==> config.mk <==
export PLATFORM = sky130hd
export DESIGN_NAME = fetch_frontend
export DESIGN_NICKNAME = d
export VERILOG_FILES = /design/src/logic/isa_pkg.sv /design/src/logic/frontend_pkg.sv /design/src/logic/fetch_entry_if.sv /design/src/logic/pc_gen.sv /design/src/logic/insn_fetch_buffer.sv /design/src/logic/fetch_frontend.sv
export SDC_FILE = /design/constraint.sdc
export NUM_CORES = 2
export LEC_CHECK = 0
export BUFFER_PORTS_ARGS = -buffer_cell sky130_fd_sc_hd__buf_2
export CORE_MARGIN = 4
export CORE_UTILIZATION = 25
export DETAILED_ROUTE_END_ITERATION = 10
export PLACE_DENSITY = 0.37
export SLEW_MARGIN = 5
export SYNTH_ARGS = -nofsm -noshare
export SYNTH_HDL_FRONTEND = slang
export SYNTH_HIERARCHICAL = 1
export SYNTH_SLANG_ARGS = --single-unit
==> constraint.sdc <==
create_clock -name clk -period 6.3 [get_ports clk]
set_input_delay 0.945 -clock clk [delete_from_list [all_inputs] [get_ports clk]]
set_output_delay 0.945 -clock clk [all_outputs]
set_load 0.01 [all_outputs]
==> src/logic/isa_pkg.sv <==
// RISC-V fetch-time ISA definitions
package isa_pkg;

	// machine width and raw instruction width
	localparam int XLEN = 64;
	localparam int ILEN = 32;

	typedef logic [XLEN-1:0] addr_t;
	typedef logic [ILEN-1:0] insn_t;

	// major opcode field sits in the low bits of every encoding
	localparam int OPC_W = 7;

	typedef logic [OPC_W-1:0] opcode_t;

	localparam opcode_t OPC_JAL    = 7'b1101111;
	localparam opcode_t OPC_BRANCH = 7'b1100011;

	// addi x0, x0, 0
	localparam insn_t NOP_INSN = 32'h0000_0013;

	// sequential PC step, no compressed encodings
	localparam addr_t INSN_BYTES = 64'd4;

	// instruction bit 31 is the sign of every immediate format
	localparam int INSN_SIGN_BIT = 31;

	// assembled immediate widths, bit 0 always zero
	localparam int J_IMM_W = 21;
	localparam int B_IMM_W = 13;

	typedef logic [J_IMM_W-1:0] j_imm_t;
	typedef logic [B_IMM_W-1:0] b_imm_t;

	// J-type: imm[20|10:1|11|19:12] in insn[31:12]
	// B-type: imm[12|10:5] in insn[31:25], imm[4:1|11] in insn[11:7]

endpackage

==> src/logic/frontend_pkg.sv <==
// fetch front end configuration
package frontend_pkg;

	import isa_pkg::*;

	// fetch buffer geometry
	localparam int IFB_DEPTH = 8;
	localparam int IFB_PTR_W = $clog2(IFB_DEPTH);

	typedef logic [IFB_PTR_W-1:0] ifb_ptr_t;

	// pointer plus its wrap bit, wrap bit on top
	typedef logic [IFB_PTR_W:0] ifb_ptr_wrap_t;

	// last slot, pointers roll over to zero after it
	localparam ifb_ptr_t IFB_LAST = ifb_ptr_t'(IFB_DEPTH - 1);

	// first fetch address after reset
	localparam addr_t RESET_PC = 64'h0000_0000_0000_1000;

	// PC generator states
	typedef enum logic {
		FETCH_IDLE,
		FETCH_RUN
	} fetch_state_e;

endpackage

==> src/logic/fetch_entry_if.sv <==
// fetched entry bus
`timescale 1ns/1ps

interface fetch_entry_if
	import isa_pkg::*;
();

	// push strobe, one entry per cycle while high
	logic valid;
	insn_t insn;
	addr_t pc;
	// PC the generator moved to after this entry
	addr_t pred_target;

	modport producer (
		output valid,
		output insn,
		output pc,
		output pred_target
	);

	modport consumer (
		input valid,
		input insn,
		input pc,
		input pred_target
	);

endinterface

==> src/logic/pc_gen.sv <==
// PC generator with static prediction
`timescale 1ns/1ps

module pc_gen
	import isa_pkg::*;
	import frontend_pkg::*;
(
	input  logic            clk,
	input  logic            rst,
	input  logic            redirect_valid_i,
	input  addr_t           redirect_pc_i,
	input  logic            ifb_full_i,
	input  insn_t           imem_data_i,
	output addr_t           imem_addr_o,
	fetch_entry_if.producer entry_o
);

	fetch_state_e state_q;
	fetch_state_e state_d;
	addr_t        pc_q;
	addr_t        pc_d;
	logic         fetch_en;

	// fetch-time decode
	opcode_t opcode;
	logic    is_jal;
	logic    is_branch;
	logic    branch_back;
	j_imm_t  j_imm;
	b_imm_t  b_imm;
	addr_t   j_offset;
	addr_t   b_offset;

	// candidate next PCs
	addr_t seq_pc;
	addr_t jal_target;
	addr_t br_target;
	addr_t pred_target;

	// memory is combinational, the word at pc_q is back this cycle
	assign imem_addr_o = pc_q;

	assign opcode      = imem_data_i[OPC_W-1:0];
	assign is_jal      = (opcode == OPC_JAL);
	assign is_branch   = (opcode == OPC_BRANCH);
	// negative offset means a loop, predict taken
	assign branch_back = imem_data_i[INSN_SIGN_BIT];

	// reassemble the scattered immediate bits
	assign j_imm = {imem_data_i[31], imem_data_i[19:12], imem_data_i[20],
		imem_data_i[30:21], 1'b0};
	assign b_imm = {imem_data_i[31], imem_data_i[7], imem_data_i[30:25],
		imem_data_i[11:8], 1'b0};

	// sign extend to full address width
	assign j_offset = {{(XLEN-J_IMM_W){j_imm[J_IMM_W-1]}}, j_imm};
	assign b_offset = {{(XLEN-B_IMM_W){b_imm[B_IMM_W-1]}}, b_imm};

	assign seq_pc     = pc_q + INSN_BYTES;
	assign jal_target = pc_q + j_offset;
	assign br_target  = pc_q + b_offset;

	always_comb begin
		if (is_jal) begin
			pred_target = jal_target;
		end else if (is_branch && branch_back) begin
			pred_target = br_target;
		end else begin
			pred_target = seq_pc;
		end
	end

	// no push on a redirect cycle or while the buffer is full
	assign fetch_en = (state_q == FETCH_RUN) && !ifb_full_i && !redirect_valid_i;

	always_comb begin
		state_d = state_q;
		case (state_q)
			// one quiet cycle out of reset
			FETCH_IDLE: state_d = FETCH_RUN;
			FETCH_RUN:  state_d = FETCH_RUN;
			default:    state_d = FETCH_IDLE;
		endcase
	end

	// redirect wins over the predicted path, otherwise hold under back-pressure
	always_comb begin
		if (redirect_valid_i) begin
			pc_d = redirect_pc_i;
		end else if (fetch_en) begin
			pc_d = pred_target;
		end else begin
			pc_d = pc_q;
		end
	end

	always_ff @(posedge clk) begin
		if (rst) begin
			state_q <= FETCH_IDLE;
			pc_q    <= RESET_PC;
		end else begin
			state_q <= state_d;
			pc_q    <= pc_d;
		end
	end

	assign entry_o.valid       = fetch_en;
	assign entry_o.insn        = imem_data_i;
	assign entry_o.pc          = pc_q;
	assign entry_o.pred_target = pred_target;

endmodule

==> src/logic/insn_fetch_buffer.sv <==
// instruction fetch buffer
`timescale 1ns/1ps

module insn_fetch_buffer
	import isa_pkg::*;
	import frontend_pkg::*;
(
	input  logic            clk,
	input  logic            rst,
	input  logic            flush_i,
	input  logic            pop_i,
	fetch_entry_if.consumer entry_i,
	output logic            full_o,
	output logic            empty_o,
	output insn_t           insn_o,
	output addr_t           pc_o,
	output addr_t           pred_target_o
);

	// entry storage, one slot per buffer position
	insn_t insn_mem [IFB_DEPTH];
	addr_t pc_mem   [IFB_DEPTH];
	addr_t tgt_mem  [IFB_DEPTH];

	ifb_ptr_t head_q;
	ifb_ptr_t tail_q;
	logic     head_wrap_q;
	logic     tail_wrap_q;
	ifb_ptr_t head_d;
	ifb_ptr_t tail_d;
	logic     head_wrap_d;
	logic     tail_wrap_d;

	logic push;
	logic pop_ok;

	// advance a pointer, flipping its wrap bit when it rolls over
	function automatic ifb_ptr_wrap_t step_ptr(input logic wrap, input ifb_ptr_t ptr);
		ifb_ptr_wrap_t next;
		if (ptr == IFB_LAST) begin
			next = {~wrap, ifb_ptr_t'(0)};
		end else begin
			next = {wrap, ifb_ptr_t'(ptr + 1'b1)};
		end
		return next;
	endfunction

	// same index, wrap bits tell empty from full
	assign empty_o = (head_q == tail_q) && (head_wrap_q == tail_wrap_q);
	assign full_o  = (head_q == tail_q) && (head_wrap_q != tail_wrap_q);

	// producer already holds off when full
	assign push   = entry_i.valid;
	// a pop on an empty buffer leaves the head alone
	assign pop_ok = pop_i && !empty_o;

	always_comb begin
		if (pop_ok) begin
			{head_wrap_d, head_d} = step_ptr(head_wrap_q, head_q);
		end else begin
			{head_wrap_d, head_d} = {head_wrap_q, head_q};
		end
		if (push) begin
			{tail_wrap_d, tail_d} = step_ptr(tail_wrap_q, tail_q);
		end else begin
			{tail_wrap_d, tail_d} = {tail_wrap_q, tail_q};
		end
	end

	always_ff @(posedge clk) begin
		if (rst || flush_i) begin
			head_q      <= '0;
			tail_q      <= '0;
			head_wrap_q <= 1'b0;
			tail_wrap_q <= 1'b0;
		end else begin
			head_q      <= head_d;
			tail_q      <= tail_d;
			head_wrap_q <= head_wrap_d;
			tail_wrap_q <= tail_wrap_d;
		end
	end

	// flush also wipes the slots so stale entries never reach decode
	always_ff @(posedge clk) begin
		if (rst || flush_i) begin
			for (int i = 0; i < IFB_DEPTH; i++) begin
				insn_mem[i] <= '0;
				pc_mem[i]   <= '0;
				tgt_mem[i]  <= '0;
			end
		end else if (push) begin
			insn_mem[tail_q] <= entry_i.insn;
			pc_mem[tail_q]   <= entry_i.pc;
			tgt_mem[tail_q]  <= entry_i.pred_target;
		end
	end

	// head entry shows only while decode strobes a pop
	assign insn_o        = pop_i ? insn_mem[head_q] : '0;
	assign pc_o          = pop_i ? pc_mem[head_q] : '0;
	assign pred_target_o = pop_i ? tgt_mem[head_q] : '0;

endmodule

==> src/logic/fetch_frontend.sv <==
// instruction fetch front end
`timescale 1ns/1ps

module fetch_frontend
	import isa_pkg::*;
(
	input  logic  clk,
	input  logic  rst,

	// back end redirect
	input  logic  redirect_valid_i,
	input  addr_t redirect_pc_i,

	// decode side
	input  logic  decode_pop_i,
	output logic  ifb_empty_o,
	output insn_t insn_o,
	output addr_t pc_o,
	output addr_t pred_target_o,

	// instruction memory port
	input  insn_t imem_data_i,
	output addr_t imem_addr_o
);

	logic ifb_full;

	fetch_entry_if entry_bus ();

	pc_gen pc_gen_inst (
		.clk              (clk),
		.rst              (rst),
		.redirect_valid_i (redirect_valid_i),
		.redirect_pc_i    (redirect_pc_i),
		.ifb_full_i       (ifb_full),
		.imem_data_i      (imem_data_i),
		.imem_addr_o      (imem_addr_o),
		.entry_o          (entry_bus.producer)
	);

	// redirect doubles as the buffer flush
	insn_fetch_buffer insn_fetch_buffer_inst (
		.clk           (clk),
		.rst           (rst),
		.flush_i       (redirect_valid_i),
		.pop_i         (decode_pop_i),
		.entry_i       (entry_bus.consumer),
		.full_o        (ifb_full),
		.empty_o       (ifb_empty_o),
		.insn_o        (insn_o),
		.pc_o          (pc_o),
		.pred_target_o (pred_target_o)
	);

endmodule

==> results list <==
* Outcome: completed
* PostCTS Resize Cnt: 0
* Sequential power share: 47.6%
* Drt drc: 0
- Kind of launch point of the worst setup path: input pin
- Of all nets on the critical path, the largest fanout is 22.
* Share of the yosys chip area belonging to registers: 56.9%
- Overflow left after global routing: 0
- Critical path type: input pin to register
* DPL Wire Length: 175000 um
- Measured on the finished design, the core utilization comes to 28.9%.
* Library cells used by synthesis: 85
- Counting every instance in the synthesized netlist gives 5377.
* Dominant cell by count in the synthesized netlist: sky130_fd_sc_hd__edfxtp_1
* Skew final: 0.0491 ns
* Worst supply voltage drop on vdd: 0.201 mV
- The synthesized netlist occupies a cell area of 70200 um^2.
- The floorplan step defined a die boundary enclosing 289000 um^2.
* Final routed wire length divided by cell count: 30.2 um
- In this run the number of H-tree levels came out at 4.
- From synthesis to final layout, the design area changed by 15.1%.
* Maximum root-to-sink buffer count: 3
- Share of async-settable or async-resettable flops after synthesis: 0%
* Final antenna-violating net count: 0
- Worst min-delay path startpoint: redirect_pc_i[8]
* Number of enable flip-flop cells after synthesis: 1280
- Number of placed cells counting well taps: 9094
* DIE WIDTH: 538 um
* Shortest clock period the worst path allows after layout: 4.97 ns
- After clock tree synthesis, the clock-pin slew on the worst setup and hold paths is 0.06 ns.
- Final Worst Setup Slack: 1.33 ns
- When the netlist entered floorplanning its net count stood at 5559.
* Hold Path Class: input pin to register
* Count of hold-fix buffers inserted at cts: 0
- The worst setup path is captured at a register.
* Hold path depth: 3
- At the pin with the least slew margin, the transition time is 1.18 ns.
- Pin count of the biggest net entering global routing: 147
* Buffers added on ports: 324
* Non-filler instance count after layout: 9405
- Via total after detailed routing: 46700
- In this run, the number of DRC markers left after iteration 0 of detailed routing was 4136.
- Yosys printed 6 warnings.
- Power per Cell Area: 270 nW/um^2
- Clock Sinks: 1356
- The first global-routing pass estimated 398000 um of wire.
- Worst path required time: 7.01 ns
- Max-cap violations in this run came to 0.
- Number of cells on the worst reg-to-reg path: 12
- Num CTS Buffers: 164
- Net switching is 26.1% of the power.
- Clock tree root buffer cell: sky130_fd_sc_hd__clkbuf_16
* Via count of the first global-routing pass: 48200
- Worst slack after detailed placement: 0.631 ns
* Site row count: 194
- Power share of the combinational group: 10.0%
- Headroom to the max-slew limit came out at 21.0%.
* Most used standard cells in the synthesized netlist: sky130_fd_sc_hd__edfxtp_1, sky130_fd_sc_hd__and3_1, sky130_fd_sc_hd__and2_1, sky130_fd_sc_hd__nor2_1, sky130_fd_sc_hd__mux4_2
- The clock reaches the later pin of the worst-skew pair after 0.83 ns.
- Reported net switching power: 5.71 mW
* Prevailing post-synth register cell: sky130_fd_sc_hd__edfxtp_1
- At the end of routability-driven placement, the weighted congestion stood at 0.884.
- Once the floorplan was initialized, standard cells occupied 25.1% of the core.
- The internal power of the cells totals 16.1 mW.
* Buffer count from post-CTS setup fixing: 0
- Leakage power: 32.0 nW
- For this block, the routed nets add up to 284000 um of wire.
* Number of antenna violations at the first check in global routing: 24
- Share of final-layout standard cells stronger than drive strength 1: 19.8%
* GR Util All Layers: 19.3%
- TritonCTS built the clock tree.
* Endpoint of the worst register-to-register path: insn_fetch_buffer_inst/tgt_mem[5][58]
- Total Nets Final: 5718
* Worst hold endpoint: pc_gen_inst/entry_o.pc[8]
* Placeable Area: 279000 um^2
- Io pins: 325
- After synthesis, the cell types taking the most area are sky130_fd_sc_hd__edfxtp_1, sky130_fd_sc_hd__mux4_2, sky130_fd_sc_hd__and3_1.
- Post-synthesis cell type with the largest combined area: sky130_fd_sc_hd__edfxtp_1
- Setup slack on the worst reg-to-reg path comes out at 1.35 ns.
* Clock share of power: 42.4%
* Fin crit share: 78.8%
* Via-per-instance ratio: 4.97
- Syn_area_per_cell: 13.1 um^2
* Total power: 21.8 mW
- Achievable frequency: 201 MHz
* Chip Height: 538 um
- The number of max-slew violations in the final report came to 0.
* Number of failing hold endpoints at the final stage: 0
* Setup tns final: 0 ns
* Unrepaired setup endpoints after global routing: no
- # setup viols final: 0
- After synthesis, the largest area contributor takes up 54.7% of total cell area.
* Number of optimization iterations in the first detailed-route pass: 6
* Crit path arrival time: 5.68 ns
* #FFs+latches synth: 1356
- The worst register-to-register path begins at pc_gen_inst/entry_o.pc[34].
placed cells by master, fill, tap and decap left out, drive strengths merged, types with 175 or more instances in the layout:
cell and n:
clkbuf 230, nor2 322, and3 663, edfxtp 1280
buf 527, mux4 320, and2 658, mux2i 175
nand2 247, a21oi 200
power groups by stage:
stage | clock [mW] | sequential [mW] | combinational [mW]
floorplan | 0 | 10.6 | 1.17
global placement | 0 | 10.6 | 2.21
detailed placement | 0 | 10.6 | 2.21
CTS | 9.53 | 10.4 | 2.21
global route | 9.90 | 10.4 | 2.33
finish | 9.26 | 10.4 | 2.17
cells by family (layout without fill, tap and decap cells):
group           Yosys count  in the layout  share of synthesized area, %
compound gates          616            616                          5.79
xor+xnor                111            111                          1.38
fa+ha+maj                82             82                          1.48
buf+inv                 580            872                          4.66
flops                  1356           1356                          56.9
mux                     496            496                          12.8
other cells               0             12                             0
simple gates           2136           2136                          17.0
worst max-delay path, cell delays in order:
cell and delay (ns):
sky130_fd_sc_hd__buf_2 0.38, sky130_fd_sc_hd__buf_4 0.30, sky130_fd_sc_hd__buf_4 0.31, sky130_fd_sc_hd__or3b_2 0.52, sky130_fd_sc_hd__or4_2 0.58, sky130_fd_sc_hd__nand2_1 0.76, sky130_fd_sc_hd__buf_4 0.37, sky130_fd_sc_hd__nor2_1 0.07
sky130_fd_sc_hd__a211oi_1 0.74, sky130_fd_sc_hd__buf_4 0.31, sky130_fd_sc_hd__nand2_1 0.07, sky130_fd_sc_hd__a221oi_1 0.25
area by class of cell:
cell class / count / area, um^2
tap: 3724 / 4660
timing repair buffer: 527 / 3740
multi-input combinational: 3441 / 27100
sequential: 1356 / 40000
fill: 28300 / 199000
clock inverter: 69 / 646
clock buffer: 230 / 4520
antenna: 12 / 30.0
inverter: 46 / 180
metrics by stage:
stage | area [um^2] | hold slack, ns
after global routing | 80800 | 0.398
final | 80900 | 0.440
after global placement | 75700 | 0.499
after CTS | 80800 | 0.372
after floorplan | 70200 | 0.485
after detailed placement | 75700 | 0.505
how the worst max path moves through the flow:
stage	startpoint	to	cells past startpoint
floorplan	insn_fetch_buffer_inst/tail_q[1]	insn_fetch_buffer_inst/insn_mem[0][0]	14
global placement	imem_data_i[31]	insn_fetch_buffer_inst/tgt_mem[4][60]	12
detailed placement	imem_data_i[31]	insn_fetch_buffer_inst/tgt_mem[2][60]	12
CTS	register	pred_target_o[19]	5
global route	pc_gen_inst/entry_o.pc[40]	insn_fetch_buffer_inst/tgt_mem[1][58]	12
finish	imem_data_i[31]	pc_gen_inst/entry_o.pc[28]	12
registers in the layout, summed over array words and instances, names as in the netlist, 3 cells and up, named ones only:
name                             count
insn_fetch_buffer_inst/pc_mem      512
pc_gen_inst/entry_o.pc              64
insn_fetch_buffer_inst/tail_q        3
insn_fetch_buffer_inst/insn_mem    256
insn_fetch_buffer_inst/head_q        3
insn_fetch_buffer_inst/tgt_mem     512
routing by layer:
metal  global-route usage, %  routed length, um  up-vias
met5                       0                  0        -
met4                    4.58               6780        0
met3                    2.98              13100      272
met2                    32.2             136000     1291
met1                    26.3             128000    24600
li1                        -                  -    20600
Note: power is estimated with default switching activity, not from simulation.
